`src/decoder_defines.svh`:
```
// widths, instruction field ranges, major opcodes and funct7 codes of the decode stage
`ifndef DECODER_DEFINES_SVH
`define DECODER_DEFINES_SVH

// widths
`define XLEN       32
`define REG_ADDR_W 5
`define OPCODE_W   7
`define FUNCT3_W   3
`define FUNCT7_W   7

// fixed field positions, 32-bit encodings only
`define OPCODE_RANGE 6:0
`define RD_RANGE     11:7
`define FUNCT3_RANGE 14:12
`define RS1_RANGE    19:15
`define RS2_RANGE    24:20
`define FUNCT7_RANGE 31:25

// base integer major opcodes (SYSTEM not decoded here)
`define OPCODE_OP     7'b0110011
`define OPCODE_OP_IMM 7'b0010011
`define OPCODE_LUI    7'b0110111
`define OPCODE_AUIPC  7'b0010111
`define OPCODE_LOAD   7'b0000011
`define OPCODE_STORE  7'b0100011
`define OPCODE_BRANCH 7'b1100011
`define OPCODE_JAL    7'b1101111
`define OPCODE_JALR   7'b1100111

`define FUNCT7_BASE 7'h00 // add, srl and friends
`define FUNCT7_ALT  7'h20 // sub, sra

`endif

```
`src/decoder_pkg.sv`:
```
// vector typedefs and control enums shared by the decode stage
`include "decoder_defines.svh"

package decoder_pkg;

    // instruction fields
    typedef logic [`XLEN-1:0]       instr_t;
    typedef logic [`REG_ADDR_W-1:0] reg_addr_t;
    typedef logic [`OPCODE_W-1:0]   opcode_t;
    typedef logic [`FUNCT3_W-1:0]   funct3_t;
    typedef logic [`FUNCT7_W-1:0]   funct7_t;

    // idle value of every enum is the all-zero code
    // so unclaimed group bundles drop out of the merge
    typedef enum logic [3:0] {
        ALU_ADD, ALU_SUB, ALU_XOR, ALU_OR, ALU_AND,
        ALU_SLL, ALU_SRL, ALU_SRA,
        ALU_SLT, ALU_SLTU,
        ALU_SEQ, ALU_SNE, ALU_SGE, ALU_SGEU   // branch compares
    } alu_operation_t;

    typedef enum logic [1:0] {
        ALU_SCR1_RS1, ALU_SCR1_PC, ALU_SCR1_ZERO
    } alu_source_1_t;

    typedef enum logic [1:0] {
        ALU_SCR2_RS2, ALU_SCR2_IMM,
        ALU_SCR2_PC_INC   // constant 4 for link address
    } alu_source_2_t;

    typedef enum logic [2:0] {
        IMM_I, IMM_S, IMM_B, IMM_U, IMM_J
    } immediate_source_t;

    typedef enum logic [1:0] {
        WORD      = 2'b00,  // default access size
        HALF_WORD = 2'b01,
        BYTE      = 2'b10
    } data_type_t;

    typedef enum logic [1:0] {
        PC_NEXT, PC_BRANCH, PC_JAL, PC_JALR
    } pc_source_t;

endpackage

```
`src/decode_ctrl_if.sv`:
```
// control bundle of one opcode-group decoder, driver and merge modports
`timescale 1ns/100ps

interface decode_ctrl_if;
    import decoder_pkg::*;

    logic              hit;             // opcode belongs to this group
    alu_operation_t    alu_operation;
    alu_source_1_t     alu_source_1;
    alu_source_2_t     alu_source_2;
    immediate_source_t immediate_type;
    logic              mem_wen;
    data_type_t        mem_data_type;
    logic              mem_sign_extend;
    logic              reg_alu_wen;
    logic              reg_mem_wen;
    pc_source_t        pc_source;
    logic              is_branch;
    logic              illegal;         // group rejects encoding

    modport decoder_mp (
        output hit, alu_operation, alu_source_1, alu_source_2, immediate_type,
               mem_wen, mem_data_type, mem_sign_extend, reg_alu_wen, reg_mem_wen,
               pc_source, is_branch, illegal
    );

    modport merge_mp (
        input hit, alu_operation, alu_source_1, alu_source_2, immediate_type,
              mem_wen, mem_data_type, mem_sign_extend, reg_alu_wen, reg_mem_wen,
              pc_source, is_branch, illegal
    );

endinterface

```
`src/alu_op_decoder.sv`:
```
// OP, OP_IMM, LUI and AUIPC group decoder
`timescale 1ns/100ps
`include "decoder_defines.svh"

module alu_op_decoder (
    input  decoder_pkg::instr_t instr_i,  // raw instruction word
    decode_ctrl_if.decoder_mp   ctrl      // this group's bundle
);
    import decoder_pkg::*;

    opcode_t opcode;
    funct3_t funct3;
    funct7_t funct7;

    assign opcode = instr_i[`OPCODE_RANGE];
    assign funct3 = instr_i[`FUNCT3_RANGE];
    assign funct7 = instr_i[`FUNCT7_RANGE];

    // funct3 map shared by register and immediate forms
    function automatic alu_operation_t base_op(input funct3_t f3);
        alu_operation_t op;
        case (f3)
            3'b000:  op = ALU_ADD;
            3'b001:  op = ALU_SLL;
            3'b010:  op = ALU_SLT;
            3'b011:  op = ALU_SLTU;
            3'b100:  op = ALU_XOR;
            3'b101:  op = ALU_SRL;
            3'b110:  op = ALU_OR;
            default: op = ALU_AND;
        endcase
        return op;
    endfunction

    always_comb begin
        ctrl.hit             = 1'b0;  // idle bundle
        ctrl.alu_operation   = ALU_ADD;
        ctrl.alu_source_1    = ALU_SCR1_RS1;
        ctrl.alu_source_2    = ALU_SCR2_RS2;
        ctrl.immediate_type  = IMM_I;
        ctrl.mem_wen         = 1'b0;
        ctrl.mem_data_type   = WORD;
        ctrl.mem_sign_extend = 1'b0;
        ctrl.reg_alu_wen     = 1'b0;
        ctrl.reg_mem_wen     = 1'b0;
        ctrl.pc_source       = PC_NEXT;
        ctrl.is_branch       = 1'b0;
        ctrl.illegal         = 1'b0;

        case (opcode)
            //////////////////////////////////////////////////
            // register-register
            `OPCODE_OP: begin
                ctrl.hit         = 1'b1;
                ctrl.reg_alu_wen = 1'b1;
                if (funct7 == `FUNCT7_BASE) begin
                    ctrl.alu_operation = base_op(funct3);
                end else if (funct7 == `FUNCT7_ALT) begin
                    case (funct3)
                        3'b000:  ctrl.alu_operation = ALU_SUB;
                        3'b101:  ctrl.alu_operation = ALU_SRA;
                        default: ctrl.illegal = 1'b1;  // no alt form
                    endcase
                end else begin
                    ctrl.illegal = 1'b1;  // reserved funct7
                end
            end
            //////////////////////////////////////////////////
            // register-immediate
            `OPCODE_OP_IMM: begin
                ctrl.hit            = 1'b1;
                ctrl.reg_alu_wen    = 1'b1;
                ctrl.alu_source_2   = ALU_SCR2_IMM;
                ctrl.immediate_type = IMM_I;
                ctrl.alu_operation  = base_op(funct3);
                if (funct3 == 3'b001 && funct7 != `FUNCT7_BASE) begin
                    ctrl.illegal = 1'b1;  // slli needs base funct7
                end else if (funct3 == 3'b101) begin
                    if (funct7 == `FUNCT7_ALT)
                        ctrl.alu_operation = ALU_SRA;  // srai
                    else if (funct7 != `FUNCT7_BASE)
                        ctrl.illegal = 1'b1;
                end
            end
            `OPCODE_LUI, `OPCODE_AUIPC: begin
                ctrl.hit            = 1'b1;
                ctrl.reg_alu_wen    = 1'b1;
                ctrl.alu_source_2   = ALU_SCR2_IMM;
                ctrl.immediate_type = IMM_U;
                // lui adds to zero, auipc to pc
                ctrl.alu_source_1   = (opcode == `OPCODE_LUI) ? ALU_SCR1_ZERO : ALU_SCR1_PC;
            end
            default: ;  // other groups
        endcase
    end

endmodule

```
`src/decode_result_reg.sv`:
```
// group bundle merge, unknown-opcode flag and strobe-qualified output register
`timescale 1ns/100ps
`include "decoder_defines.svh"

module decode_result_reg (
    input  logic                          clk_i,
    input  logic                          rst_n_i,
    input  logic                          instr_valid_i,
    input  decoder_pkg::instr_t           instr_i,
    decode_ctrl_if.merge_mp               alu_bus,
    decode_ctrl_if.merge_mp               mem_bus,
    decode_ctrl_if.merge_mp               flow_bus,
    output logic                          ctrl_valid_o,      // one cycle after strobe
    output decoder_pkg::alu_operation_t    alu_operation_o,
    output decoder_pkg::alu_source_1_t     alu_source_1_o,
    output decoder_pkg::alu_source_2_t     alu_source_2_o,
    output decoder_pkg::immediate_source_t immediate_type_o,
    output decoder_pkg::reg_addr_t         rs1_addr_o,
    output decoder_pkg::reg_addr_t         rs2_addr_o,
    output decoder_pkg::reg_addr_t         rd_addr_o,
    output logic                          mem_wen_o,
    output decoder_pkg::data_type_t        mem_data_type_o,
    output logic                          mem_sign_extend_o,
    output logic                          reg_alu_wen_o,
    output logic                          reg_mem_wen_o,
    output decoder_pkg::pc_source_t        pc_source_o,
    output logic                          is_branch_o,
    output logic                          illegal_instr_o
);
    import decoder_pkg::*;

    logic any_hit;  // some group claimed the opcode

    assign any_hit = alu_bus.hit | mem_bus.hit | flow_bus.hit;

    //////////////////////////////////////////////////
    // payload, loaded on strobe only
    // idle bundles are all zero so OR selects the hit one
    always_ff @(posedge clk_i) begin
        if (instr_valid_i) begin
            alu_operation_o   <= alu_operation_t'(alu_bus.alu_operation
                                 | mem_bus.alu_operation | flow_bus.alu_operation);
            alu_source_1_o    <= alu_source_1_t'(alu_bus.alu_source_1
                                 | mem_bus.alu_source_1 | flow_bus.alu_source_1);
            alu_source_2_o    <= alu_source_2_t'(alu_bus.alu_source_2
                                 | mem_bus.alu_source_2 | flow_bus.alu_source_2);
            immediate_type_o  <= immediate_source_t'(alu_bus.immediate_type
                                 | mem_bus.immediate_type | flow_bus.immediate_type);
            mem_data_type_o   <= data_type_t'(alu_bus.mem_data_type
                                 | mem_bus.mem_data_type | flow_bus.mem_data_type);
            mem_sign_extend_o <= alu_bus.mem_sign_extend | mem_bus.mem_sign_extend
                                 | flow_bus.mem_sign_extend;
            rs1_addr_o        <= instr_i[`RS1_RANGE];
            rs2_addr_o        <= instr_i[`RS2_RANGE];
            rd_addr_o         <= instr_i[`RD_RANGE];
        end
    end

    //////////////////////////////////////////////////
    // control state, cleared by reset
    always_ff @(posedge clk_i) begin
        if (!rst_n_i) begin
            ctrl_valid_o    <= 1'b0;
            mem_wen_o       <= 1'b0;
            reg_alu_wen_o   <= 1'b0;
            reg_mem_wen_o   <= 1'b0;
            pc_source_o     <= PC_NEXT;
            is_branch_o     <= 1'b0;
            illegal_instr_o <= 1'b0;
        end else begin
            ctrl_valid_o <= instr_valid_i;  // single pulse per strobe
            if (instr_valid_i) begin
                mem_wen_o       <= alu_bus.mem_wen | mem_bus.mem_wen | flow_bus.mem_wen;
                reg_alu_wen_o   <= alu_bus.reg_alu_wen | mem_bus.reg_alu_wen
                                   | flow_bus.reg_alu_wen;
                reg_mem_wen_o   <= alu_bus.reg_mem_wen | mem_bus.reg_mem_wen
                                   | flow_bus.reg_mem_wen;
                pc_source_o     <= pc_source_t'(alu_bus.pc_source | mem_bus.pc_source
                                   | flow_bus.pc_source);
                is_branch_o     <= alu_bus.is_branch | mem_bus.is_branch | flow_bus.is_branch;
                // system and unknown opcodes fall through as illegal
                illegal_instr_o <= !any_hit | alu_bus.illegal | mem_bus.illegal
                                   | flow_bus.illegal;
            end
        end
    end

endmodule

```
`src/decoder_top.sv`:
```
// decode stage top, three group decoders feeding the result register
`timescale 1ns/100ps

module decoder_top (
    input  logic                          clk_i,
    input  logic                          rst_n_i,
    input  logic                          instr_valid_i,     // one-cycle strobe
    input  decoder_pkg::instr_t           instr_i,
    output logic                          ctrl_valid_o,
    output decoder_pkg::alu_operation_t    alu_operation_o,
    output decoder_pkg::alu_source_1_t     alu_source_1_o,
    output decoder_pkg::alu_source_2_t     alu_source_2_o,
    output decoder_pkg::immediate_source_t immediate_type_o,
    output decoder_pkg::reg_addr_t         rs1_addr_o,
    output decoder_pkg::reg_addr_t         rs2_addr_o,
    output decoder_pkg::reg_addr_t         rd_addr_o,
    output logic                          mem_wen_o,
    output decoder_pkg::data_type_t        mem_data_type_o,
    output logic                          mem_sign_extend_o,
    output logic                          reg_alu_wen_o,
    output logic                          reg_mem_wen_o,
    output decoder_pkg::pc_source_t        pc_source_o,
    output logic                          is_branch_o,
    output logic                          illegal_instr_o
);

    // one bundle per opcode group
    decode_ctrl_if alu_bus ();
    decode_ctrl_if mem_bus ();
    decode_ctrl_if flow_bus ();

    alu_op_decoder  u_alu_dec  (.instr_i(instr_i), .ctrl(alu_bus));
    mem_op_decoder  u_mem_dec  (.instr_i(instr_i), .ctrl(mem_bus));
    flow_op_decoder u_flow_dec (.instr_i(instr_i), .ctrl(flow_bus));

    // merge and pipeline register, plain ports by name
    decode_result_reg u_result_reg (
        .alu_bus  (alu_bus),
        .mem_bus  (mem_bus),
        .flow_bus (flow_bus),
        .*
    );

endmodule

```
`src/flow_op_decoder.sv`:
```
// BRANCH, JAL and JALR group decoder
`timescale 1ns/100ps
`include "decoder_defines.svh"

module flow_op_decoder (
    input  decoder_pkg::instr_t instr_i,  // raw instruction word
    decode_ctrl_if.decoder_mp   ctrl      // this group's bundle
);
    import decoder_pkg::*;

    opcode_t opcode;
    funct3_t funct3;

    assign opcode = instr_i[`OPCODE_RANGE];
    assign funct3 = instr_i[`FUNCT3_RANGE];

    always_comb begin
        ctrl.hit             = 1'b0;
        ctrl.alu_operation   = ALU_ADD;
        ctrl.alu_source_1    = ALU_SCR1_RS1;
        ctrl.alu_source_2    = ALU_SCR2_RS2;
        ctrl.immediate_type  = IMM_I;
        ctrl.mem_wen         = 1'b0;
        ctrl.mem_data_type   = WORD;
        ctrl.mem_sign_extend = 1'b0;
        ctrl.reg_alu_wen     = 1'b0;
        ctrl.reg_mem_wen     = 1'b0;
        ctrl.pc_source       = PC_NEXT;
        ctrl.is_branch       = 1'b0;
        ctrl.illegal         = 1'b0;

        case (opcode)
            `OPCODE_BRANCH: begin
                // alu compares, target comes from a separate adder
                ctrl.hit            = 1'b1;
                ctrl.immediate_type = IMM_B;
                ctrl.pc_source      = PC_BRANCH;
                ctrl.is_branch      = 1'b1;
                case (funct3)
                    3'b000:  ctrl.alu_operation = ALU_SEQ;  // beq
                    3'b001:  ctrl.alu_operation = ALU_SNE;  // bne
                    3'b100:  ctrl.alu_operation = ALU_SLT;  // blt
                    3'b101:  ctrl.alu_operation = ALU_SGE;  // bge
                    3'b110:  ctrl.alu_operation = ALU_SLTU; // bltu
                    3'b111:  ctrl.alu_operation = ALU_SGEU; // bgeu
                    default: ctrl.illegal = 1'b1;
                endcase
            end
            `OPCODE_JAL, `OPCODE_JALR: begin
                ctrl.hit          = 1'b1;
                ctrl.alu_source_1 = ALU_SCR1_PC;      // link = pc + 4
                ctrl.alu_source_2 = ALU_SCR2_PC_INC;
                ctrl.reg_alu_wen  = 1'b1;
                if (opcode == `OPCODE_JAL) begin
                    ctrl.immediate_type = IMM_J;
                    ctrl.pc_source      = PC_JAL;
                end else begin
                    ctrl.pc_source = PC_JALR;
                    ctrl.illegal   = (funct3 != 3'b000);
                end
            end
            default: ;
        endcase
    end

endmodule

```
`src/mem_op_decoder.sv`:
```
// LOAD and STORE group decoder
`timescale 1ns/100ps
`include "decoder_defines.svh"

module mem_op_decoder (
    input  decoder_pkg::instr_t instr_i,  // raw instruction word
    decode_ctrl_if.decoder_mp   ctrl      // this group's bundle
);
    import decoder_pkg::*;

    opcode_t opcode;
    funct3_t funct3;

    assign opcode = instr_i[`OPCODE_RANGE];
    assign funct3 = instr_i[`FUNCT3_RANGE];

    always_comb begin
        ctrl.hit             = 1'b0;
        ctrl.alu_operation   = ALU_ADD;        // address = rs1 + imm
        ctrl.alu_source_1    = ALU_SCR1_RS1;
        ctrl.alu_source_2    = ALU_SCR2_RS2;
        ctrl.immediate_type  = IMM_I;
        ctrl.mem_wen         = 1'b0;
        ctrl.mem_data_type   = WORD;
        ctrl.mem_sign_extend = 1'b0;
        ctrl.reg_alu_wen     = 1'b0;
        ctrl.reg_mem_wen     = 1'b0;
        ctrl.pc_source       = PC_NEXT;
        ctrl.is_branch       = 1'b0;
        ctrl.illegal         = 1'b0;

        if (opcode == `OPCODE_LOAD) begin
            ctrl.hit             = 1'b1;
            ctrl.alu_source_2    = ALU_SCR2_IMM;
            ctrl.reg_mem_wen     = 1'b1;
            ctrl.mem_sign_extend = !funct3[2];  // lbu/lhu zero extend
            case (funct3)
                3'b000, 3'b100: ctrl.mem_data_type = BYTE;
                3'b001, 3'b101: ctrl.mem_data_type = HALF_WORD;
                3'b010:         ctrl.mem_data_type = WORD;
                default:        ctrl.illegal = 1'b1;
            endcase
        end else if (opcode == `OPCODE_STORE) begin
            ctrl.hit            = 1'b1;
            ctrl.alu_source_2   = ALU_SCR2_IMM;
            ctrl.immediate_type = IMM_S;
            ctrl.mem_wen        = 1'b1;
            case (funct3)
                3'b000:  ctrl.mem_data_type = BYTE;      // sb
                3'b001:  ctrl.mem_data_type = HALF_WORD; // sh
                3'b010:  ctrl.mem_data_type = WORD;      // sw
                default: ctrl.illegal = 1'b1;
            endcase
        end
    end

endmodule

```
`config.mk`:
```
export PLATFORM = sky130hd
export DESIGN_NAME = decoder_top
export DESIGN_NICKNAME = d
export VERILOG_FILES = /design/src/decoder_pkg.sv /design/src/decode_ctrl_if.sv /design/src/alu_op_decoder.sv /design/src/decode_result_reg.sv /design/src/decoder_top.sv /design/src/flow_op_decoder.sv /design/src/mem_op_decoder.sv
export VERILOG_INCLUDE_DIRS = /design/src
export SDC_FILE = /design/constraint.sdc
export NUM_CORES = 1
export LEC_CHECK = 0
export BUFFER_PORTS_ARGS = -buffer_cell sky130_fd_sc_hd__buf_2
export CORE_MARGIN = 5
export CORE_UTILIZATION = 50
export CTS_CLUSTER_SIZE = 24
export DETAILED_ROUTE_END_ITERATION = 7
export PLACE_DENSITY = 0.83
export SYNTH_ARGS = -nofsm -noshare
export SYNTH_HDL_FRONTEND = slang
export SYNTH_SLANG_ARGS = --single-unit
```
`constraint.sdc`:
```
create_clock -name clk_i -period 2.25 [get_ports clk_i]
set_input_delay 0.225 -clock clk_i [delete_from_list [all_inputs] [get_ports clk_i]]
set_output_delay 0.225 -clock clk_i [all_outputs]
set_load 0.03 [all_outputs]
```
Word level (Yosys, flattened, before mapping). Cells that the tools add are included.

Eq/ne operators: 17. Reductions and logical operators: 18. Bitwise logic cells: 12. Multiplexer cells: 51.

Operator list (number): $eq A7 B6 Y1 const B (4); $pmux W4 S7 (1); $mux W1 (26); $mux W4 (6); $pmux W4 S6 (1); $eq A7 B7 Y1 const B (3); $eq A7 B5 Y1 const B (2); $mux W2 (7); $eq A3 B3 Y1 const B (4); $pmux W2 S2 (3); $pmux W3 S2 (2); $reduce_or A2 Y1 (5); $reduce_or A3 Y1 (3); $pmux W4 S2 (1); $eq A7 B2 Y1 const B (1); $logic_not A7 Y1 (1); $reduce_bool A7 Y1 (1); $eq A3 B2 Y1 const B (2); $mux W3 (2); $or A1 B1 Y1 (6); $reduce_or A6 Y1 (1); $reduce_or A5 Y1 (1); $or A4 B4 Y4 (1); $pmux W1 S2 (2); 11 further kinds (12).

Output and inout port bits: 37. Input bits: 35. Flip-flop bits (word level): 37. Word-level logic and storage cells: 114.

Logic depth before layout (Yosys ltp). Gate-level depths: netlist (run 1).

Word-level depth: 9. Depth in mapped cells: 5. Mapped depth without buffers: 4.

By module. From an unflattened synthesis (run 1), not the netlist that was laid out.

Cell total of the unflattened synthesis: 193. Area total of the unflattened synthesis: 2104.5 um^2.

Modules (own cells, without submodules): decode_result_reg (sequential area each 1031.0 um^2, cells an instance 75, instances 1, area each 1244.9 um^2); alu_op_decoder (sequential area each 0.0 um^2, cells an instance 52, instances 1, area each 361.6 um^2); mem_op_decoder (sequential area each 0.0 um^2, cells an instance 32, instances 1, area each 260.2 um^2); flow_op_decoder (sequential area each 0.0 um^2, cells an instance 34, instances 1, area each 237.7 um^2).

Worst setup path after synthesis (run 1). No wires, ideal clock.

Kind: in2reg. From: input instr_i[14]. To: register u_result_reg.alu_operation_o[0], data pin. Arrival time: 1.257 ns. Slack: 0.852 ns. Library setup time: 0.141 ns. Path buffers: 0. Cell stages on the path: 4. Cells stage by stage: or3b_1 -> a211o_1 -> a211o_1 -> a21oi_2.

Word-level cells in the longest chain between the ends: 7.

RTL lines: start: declaration (RTL line decoder_top.sv:8) `input decoder_pkg::instr_t instr_i,`; $eq A3 B3 Y1, or another cell as far along (RTL line alu_op_decoder.sv:22, flow_op_decoder.sv:39); $pmux W4 S7 (RTL line alu_op_decoder.sv:22) `case (f3)`; $mux W4 (RTL line alu_op_decoder.sv:79) `` if (funct7 == `FUNCT7_ALT) ``; $mux W4 (RTL line alu_op_decoder.sv:78) `end else if (funct3 == 3'b101) begin`; $mux W4 (RTL line alu_op_decoder.sv:76) `` if (funct3 == 3'b001 && funct7 != `FUNCT7_BASE) begin ``; $pmux W4 S2 (RTL line alu_op_decoder.sv:50) `case (opcode)`; $or A4 B4 Y4 (*) (RTL line decode_result_reg.sv:42) `| mem_bus.alu_operation | flow_bus.alu_operation);`; end signal: assignment (RTL line decode_result_reg.sv:41) `alu_operation_o <= alu_operation_t'(alu_bus.alu_operation`; end: declaration (RTL line decode_result_reg.sv:14) `output decoder_pkg::alu_operation_t alu_operation_o,`.

Every way passes the cells marked *; elsewhere a longest branch is shown, timed or not. A chain may end at the register's enable or synchronous reset.

Worst setup path after layout (run 1).
From: input instr_i[2]. To: register u_result_reg.mem_data_type_o[1], data pin.

Word-level cells in the longest chain between the ends: 3.

RTL lines: $eq A7 B6 Y1 (no source line); $mux W2 (RTL line mem_op_decoder.sv:43) `` end else if (opcode == `OPCODE_STORE) begin ``; $mux W2 (*) (RTL line mem_op_decoder.sv:32) `` if (opcode == `OPCODE_LOAD) begin ``; named net mem_bus.mem_data_type[1] (RTL line decode_ctrl_if.sv:13) `data_type_t mem_data_type;`; end signal: assignment (RTL line decode_result_reg.sv:49) `mem_data_type_o <= data_type_t'(alu_bus.mem_data_type`; end: declaration (RTL line decode_result_reg.sv:22) `output decoder_pkg::data_type_t mem_data_type_o,`.

Mark *: on every way through the listed nets, which the timed path passes. The rest lies on a longest branch.

==> results of run 1 <==
[through the flow]
| stage | utilization (%) | setup slack, ps | total power, mW | area [sq um] |
|---|---|---|---|---|
| finish | 65.5 | 909 | 1.46 | 2170 |
| global placement | 63.1 | 588 | 1.03 | 2090 |
| CTS | 65.5 | 938 | 1.47 | 2170 |
| global route | 65.5 | 813 | 1.53 | 2170 |
| floorplan | - | 852 | 0.947 | 1700 |
| detailed placement | 63.1 | 579 | 1.04 | 2090 |
[cell families (layout without fill, tap and decap cells)]
kind of cell,after synthesis,in the layout
AOI/OAI and AO/OA,37,37
buffers and inverters,12,84
DFF,37,37
muxes,1,1
and+or+nand+nor,58,58
[cell type report]
| cell class | count | share of cell area (%) |
|---|---|---|
| sequential | 37 | 47.5 |
| multi-input combinational | 96 | 28.4 |
| clock buffer | 5 | 1.73 |
| clock inverter | 3 | 1.90 |
| timing repair buffer | 74 | 17.4 |
| inverter | 2 | 0.346 |
| tap | 46 | 2.65 |
[sequential cells by signal (all words and copies together), names as in the netlist]
register,count
u_result_reg.alu_operation_o,4
u_result_reg.rs1_addr_o,5
u_result_reg.immediate_type_o,3
u_result_reg.is_branch_o,1
u_result_reg.pc_source_o,2
u_result_reg.rs2_addr_o,5
u_result_reg.alu_source_1_o,2
u_result_reg.ctrl_valid_o,1
u_result_reg.illegal_instr_o,1
u_result_reg.alu_source_2_o,2
u_result_reg.mem_wen_o,1
u_result_reg.mem_sign_extend_o,1
u_result_reg.reg_alu_wen_o,1
u_result_reg.reg_mem_wen_o,1
u_result_reg.rd_addr_o,5
u_result_reg.mem_data_type_o,2
[metal layers]
metal  vias up  share of wire [%]  global-route usage, %
li1        698                  -                      -
met4         0                1.6                   7.94
met1       627                 43                   21.1
met3         5                 12                   5.58
met2        75                 44                   25.2
met5         -                  0                      0
[power groups by stage]
| stage | sequential, mW | combinational, mW | clock [mW] |
|---|---|---|---|
| after global placement | 0.800 | 0.234 | 0 |
| after global routing | 0.789 | 0.254 | 0.488 |
| after detailed placement | 0.801 | 0.236 | 0 |
| after CTS | 0.786 | 0.236 | 0.448 |
| after floorplan | 0.887 | 0.0601 | 0 |
| final | 0.785 | 0.236 | 0.438 |
[placed cells by master, fill, tap and decap left out, types with 2 or more instances in the layout]
| cell type | synthesis | final |
|---|---|---|
| a211o_1 | 4 | 4 |
| and3b_1 | 3 | 3 |
| clkbuf_4 | 0 | 5 |
| nand2_1 | 9 | 9 |
| buf_4 | 0 | 3 |
| buf_2 | 4 | 71 |
| nor2b_1 | 8 | 8 |
| edfxtp_1 | 29 | 29 |
| dfxtp_1 | 8 | 8 |
| nand3_1 | 3 | 3 |
| o21ai_0 | 6 | 6 |
| nor3b_1 | 2 | 2 |
| and2_1 | 2 | 2 |
| inv_1 | 2 | 2 |
| nor3_1 | 4 | 4 |
| a21oi_1 | 7 | 7 |
| o211ai_1 | 2 | 2 |
| nand3b_1 | 2 | 2 |
| a211oi_1 | 3 | 3 |
| nor2_1 | 9 | 9 |
| nand2b_1 | 5 | 5 |
| nor4_1 | 5 | 5 |
[Yosys cell counts, types with 4 or more instances]
cell / count / area, sq um
nor4_1: 5 / 31.3
a21oi_1: 7 / 35.0
buf_2: 4 / 20.0
nand2b_1: 5 / 31.3
clkbuf_1: 5 / 18.8
dfxtp_1: 8 / 160
nor3_1: 4 / 20.0
nand2_1: 9 / 33.8
nor2b_1: 8 / 50.1
nor2_1: 9 / 33.8
a211o_1: 4 / 35.0
o21ai_0: 6 / 30.0
edfxtp_1: 29 / 871
[final timing paths]
kind / startpoint / to / slack, ps / cells past startpoint
setup / recovery: instr_i[2] / u_result_reg.mem_data_type_o[1] / 910 / 4
hold / removal: instr_i[16] / u_result_reg.rs1_addr_o[1] / 50 / 1
setup reg to reg: u_result_reg.reg_mem_wen_o / u_result_reg.reg_mem_wen_o / 1520 / 2
hold reg to reg: u_result_reg.is_branch_o / u_result_reg.is_branch_o / 480 / 2
==> impl_metrics.tcl, run 1 <==
set metrics [dict create \
    synth_fa_ha_area_share_pct 0 \
    drv_cap 0 \
    cts.sinks 37 \
    fin_crit_sh_pct 59.6 \
    synth_nets 180 \
    min_path_type "input port to register" \
    finalHoldViolations 0 \
    cts.clk_slew.worst_paths_ps 100 \
    synth_flop_cell "edfxtp_1" \
    routed_wirelength_microns 3660 \
    die_h_microns 68.3 \
    swShare_pct 26.1 \
    fp-row-count 21 \
    drv_slew 0 \
    ys_warn_count 0 \
    grt_first_pass_wirelength_microns 5730 \
    syn_inst 145 \
    cts_setup_buffers 0 \
    synth_top_family_by_area "simple AND/OR/NAND/NOR gates" \
    diodes 0 \
    final-setup-viol-count 0 \
    regArea_sq_um 1030 \
    gp_congestion 0.883 \
    grt_overflow_total 0 \
    maxSlewHeadroom_pct 70.2 \
    cts_root_buf "clkbuf_4" \
    vias 1405 \
    ir_worst_vdd_mv 0.359 \
    path_delay_family "simple AND/OR/NAND/NOR gates" \
    pwr-share-comb_pct 16.2 \
    die_w_microns 68.3 \
    powerDensity_nw_per_um2 673 \
    fin_hold_ws_ps 53.6 \
    synth.mux.area_fraction_pct 0.590 \
    drc 0 \
    postCtsHoldBufs 0 \
    cts_buffer_depth 2 \
    power_switching_mw 0.382 \
    crit_fanout 12 \
    wl_per_cell_microns 13.9 \
    fin_skew_ps 0 \
    fin_crit_ps 1340 \
    path_buf_inv 1 \
    post_cts_resized 0 \
    start_util_pct 51.2 \
    first_pass_iters 4 \
    track_usage_pct 16.6 \
    fill_cells 286 \
    max_freq_ghz 0.746 \
    synth_compound_area_share_pct 15.9 \
    yosysSeqAreaShare_pct 60.8 \
    worst_pin_slew_ps 443 \
    yosys.area_share.simple_pct 19.8 \
    cts_max_level 2 \
    ys_ff_latch 37 \
    syn-cell-area_sq_um 1700 \
    outcome "finished, final reports clean" \
    drive_gt1_share_pct 39.2 \
    hpwl_microns 2800 \
    area_delta_synth_final_pct 27.8 \
    nets 251 \
    synth-xor-area-share_pct 0 \
    async_reset_ff_share_pct 0 \
    via_per_inst 5.34 \
    drt_iter0_markers 53 \
    p_leak_nw 0.853 \
    place.port_buffers 71 \
    crit_chain "buf_2 -> nand4bb_1 -> or3_1 -> a2111oi_2" \
    grt_max_degree 22 \
    grt_pass1_vias 1287 \
    path_class "input port to register" \
    end_kind "register" \
    cts_tree "built" \
    ioPinCount 72 \
    tns_ps 0 \
    synth_edf_count 29 \
    placed_cells 255 \
    numCtsBuffers 5 \
    antenna_found_initial 0 \
    coreArea_sq_um 3310 \
    cp.required_ps 2410 \
    grt_setup_unrepaired "false" \
    clk_latency_ps 330 \
    arrival_ps 1500 \
    p_int_mw 1.08 \
    slowest_delay_ps 490 \
    dieArea_sq_um 4660 \
    stdcell_count 263 \
    route.antenna.remaining_nets 0 \
    avgSynthCellArea_sq_um 11.7 \
    worst_path_max_delay_cell "or3_1" \
    yosysUniqueCellTypes 44 \
    crit_path_start_kind "input port" \
    seqPwrFrac_pct 53.8 \
    clkPwrFrac_pct 30.0 \
    multi_input_area_sq_um 616 \
]
Power figures use the tool's default switching activity.
==> run 2: changes to the inputs <==
--- a/config.mk
+++ b/config.mk
@@ -6,12 +6,13 @@
 export SDC_FILE = /design/constraint.sdc
 export NUM_CORES = 1
 export LEC_CHECK = 0
+export ABC_AREA = 1
 export BUFFER_PORTS_ARGS = -buffer_cell sky130_fd_sc_hd__buf_2
 export CORE_MARGIN = 5
-export CORE_UTILIZATION = 50
+export CORE_UTILIZATION = 43
 export CTS_CLUSTER_SIZE = 24
 export DETAILED_ROUTE_END_ITERATION = 7
-export PLACE_DENSITY = 0.83
+export PLACE_DENSITY = 0.76
 export SYNTH_ARGS = -nofsm -noshare
 export SYNTH_HDL_FRONTEND = slang
 export SYNTH_SLANG_ARGS = --single-unit
==> constraint.sdc (replaced) <==
create_clock -name clk_i -period 1.2 [get_ports clk_i]
set_input_delay 0.12 -clock clk_i [delete_from_list [all_inputs] [get_ports clk_i]]
set_output_delay 0.12 -clock clk_i [all_outputs]
set_load 0.03 [all_outputs]
==> run 2 against run 1 <==
Against the previous run: sequential share of layout area down 4.5 points; sequential cell count unchanged; via count up 5.9%; synthesized cell count up 20%; register-to-register slack worse by 970 ps.
==> impl_metrics.tcl, run 2 <==
set metrics [dict create \
    ir_worst_vdd_mv 0.372 \
    ys_ff_latch 37 \
    synth_common_cells "34 x nand2_1, 29 x edfxtp_1, 19 x nor2_1" \
    via_per_inst 4.71 \
    crit_fanout 1 \
    synthTopCellsByArea "edfxtp_1 51%, dfxtp_1 9.3%, nand2_1 7.4%" \
    final_common_cell "buf_2" \
    fin_hold_ws_ps 19.0 \
    ioPinCount 72 \
    fin_skew_ps 0 \
    cts_root_buf "clkbuf_8" \
    synth_top_area_cell "edfxtp_1" \
    die_h_microns 73.2 \
    path_delay_family "flip-flops" \
    wl_per_cell_microns 12.8 \
    grt_overflow_total 0 \
    coreArea_sq_um 3940 \
    yosysSeqAreaShare_pct 60.0 \
    finalHoldViolations 0 \
    fin_util_pct 60.7 \
    die_w_microns 73.2 \
    drive_gt1_share_pct 41.7 \
    clk_latency_ps 280 \
    cts_tree "built" \
    route.antenna.remaining_nets 0 \
    maxSlewHeadroom_pct 79.9 \
    syn_inst 174 \
    diodes 0 \
    end_kind "primary output" \
    syn-cell-area_sq_um 1720 \
    synth_edf_count 29 \
    track_usage_pct 15.3 \
    fin_crit_ps 980 \
    cp.required_ps 1080 \
    drt_iter0_markers 92 \
    cts.sinks 37 \
    cts_buffer_depth 2 \
    grt_first_pass_wirelength_microns 6290 \
    path_class "register to primary output" \
    crit_chain "buf_2" \
    synth_flop_cell "edfxtp_1" \
    most-common-layout-cells "71 x buf_2, 34 x nand2_1, 29 x edfxtp_1" \
    nets 300 \
    synth_nets 209 \
    path_buf_inv 1 \
    p_leak_nw 1.15 \
    grt_setup_unrepaired "false" \
    async_reset_ff_share_pct 0 \
    outcome "finished, final reports clean" \
    dieArea_sq_um 5360 \
    routed_wirelength_microns 4030 \
    antenna_found_initial 0 \
    max_freq_ghz 1.02 \
    tns_ps 0 \
    grt_max_degree 43 \
    grt_pass1_vias 1404 \
    total_power_mw 3.00 \
    reg.largest.list "u_result_reg.rd_addr_o x5, u_result_reg.rs1_addr_o x5, u_result_reg.rs2_addr_o x5" \
    arrival_ps 860 \
    crit_path_start_kind "register" \
    avgSynthCellArea_sq_um 9.88 \
    cts_max_level 2 \
    rrSetupSlack_ps 550 \
    yosysUniqueCellTypes 27 \
    worst_path_max_delay_cell "edfxtp_1" \
    yosysMostFrequentCell "nand2_1" \
    gp_congestion 0.945 \
    cts_setup_buffers 0 \
    final-setup-viol-count 0 \
    ys_warn_count 0 \
    powerDensity_nw_per_um2 1250 \
    min_path_type "input port to register" \
    place.port_buffers 71 \
    vias 1488 \
    drc 0 \
    fin_crit_sh_pct 81.7 \
    slowest_delay_ps 390 \
    fill_cells 343 \
    hpwl_microns 3140 \
    synth_top_area_share_pct 50.7 \
    worst_pin_slew_ps 298 \
    first_pass_iters 4 \
    drv_slew 0 \
    area_delta_synth_final_pct 39.2 \
    start_util_pct 43.6 \
    fp-row-count 23 \
    cts.clk_slew.worst_paths_ps 60 \
    drv_cap 0 \
    numCtsBuffers 5 \
]
[run 2: cell count changes in the layout (fill, tap and decap cells not counted), sizes merged, moves of 3 or more]
| cell | delta |
|---|---|
| a211o | -4 |
| and3b | -3 |
| dlygate4sd3 | +11 |
| o21ai | +4 |
| nand3 | +10 |
| nand2 | +32 |
| nor2 | +16 |
| a211oi | -3 |
| nand2b | -5 |
| nor4 | -4 |
| nor2b | -8 |
| inv | +22 |
| clkbuf | +3 |
[run 2: logic make-up (layout without fill, tap and decap cells)]
logic type / Yosys count / after routing / share of synthesized area, %
simple gates: 87 / 87 / 25.7
flops: 37 / 37 / 60.0
buf+inv: 27 / 119 / 6.11
compound gates: 23 / 23 / 8.22
[run 2: per-stage QoR]
step | setup WS (ps) | instance area, sq um | instances
2_1_floorplan | 116 | 1720 | 174
3_3_place_gp | -34.0 | 2170 | 297
3_5_place_dp | -28.9 | 2170 | 297
4_1_cts | 207 | 2280 | 305
5_1_grt | 134 | 2390 | 316
6_report | 220 | 2390 | 316
[run 2: final timing paths]
path                                                       from                      endpoint  depth (start not counted)
worst max register to register     u_result_reg.illegal_instr_o  u_result_reg.illegal_instr_o                          2
worst min register to register      u_result_reg.pc_source_o[1]   u_result_reg.pc_source_o[1]                          2
worst max-delay path            u_result_reg.alu_operation_o[1]            alu_operation_o[1]                          1
worst min-delay path                                instr_i[20]    u_result_reg.rs2_addr_o[0]                          1
[run 2: power by group]
part	internal (mW)	leakage, nW	total (mW)	switching, mW
Combinational	0.166	0.744	0.515	0.349
Sequential	1.47	0.346	1.49	0.0209
Clock	0.593	0.0566	0.997	0.404
Total	2.23	1.15	3.00	0.774
[run 2: what timing repair did]
action	CTS	global route
gates resized for setup	0	0
endpoints found under the hold margin	0	11
hold buffers	0	11
[run 2: area by class of cell]
type	instances	area, sq um	area share (%)
sequential	37	1030	43.1
inverter	24	90.1	3.76
tap	50	62.6	2.61
multi-input combinational	110	583	24.4
clock buffer	8	111	4.65
timing repair buffer	87	515	21.5
[run 2: routing by layer]
metal,GRT usage (%),vias up,wire length [microns]
met3,4.96,2,364
met5,0,-,0
li1,-,769,-
met1,17.9,656,1680
met2,26.2,61,1970
met4,5.33,0,24
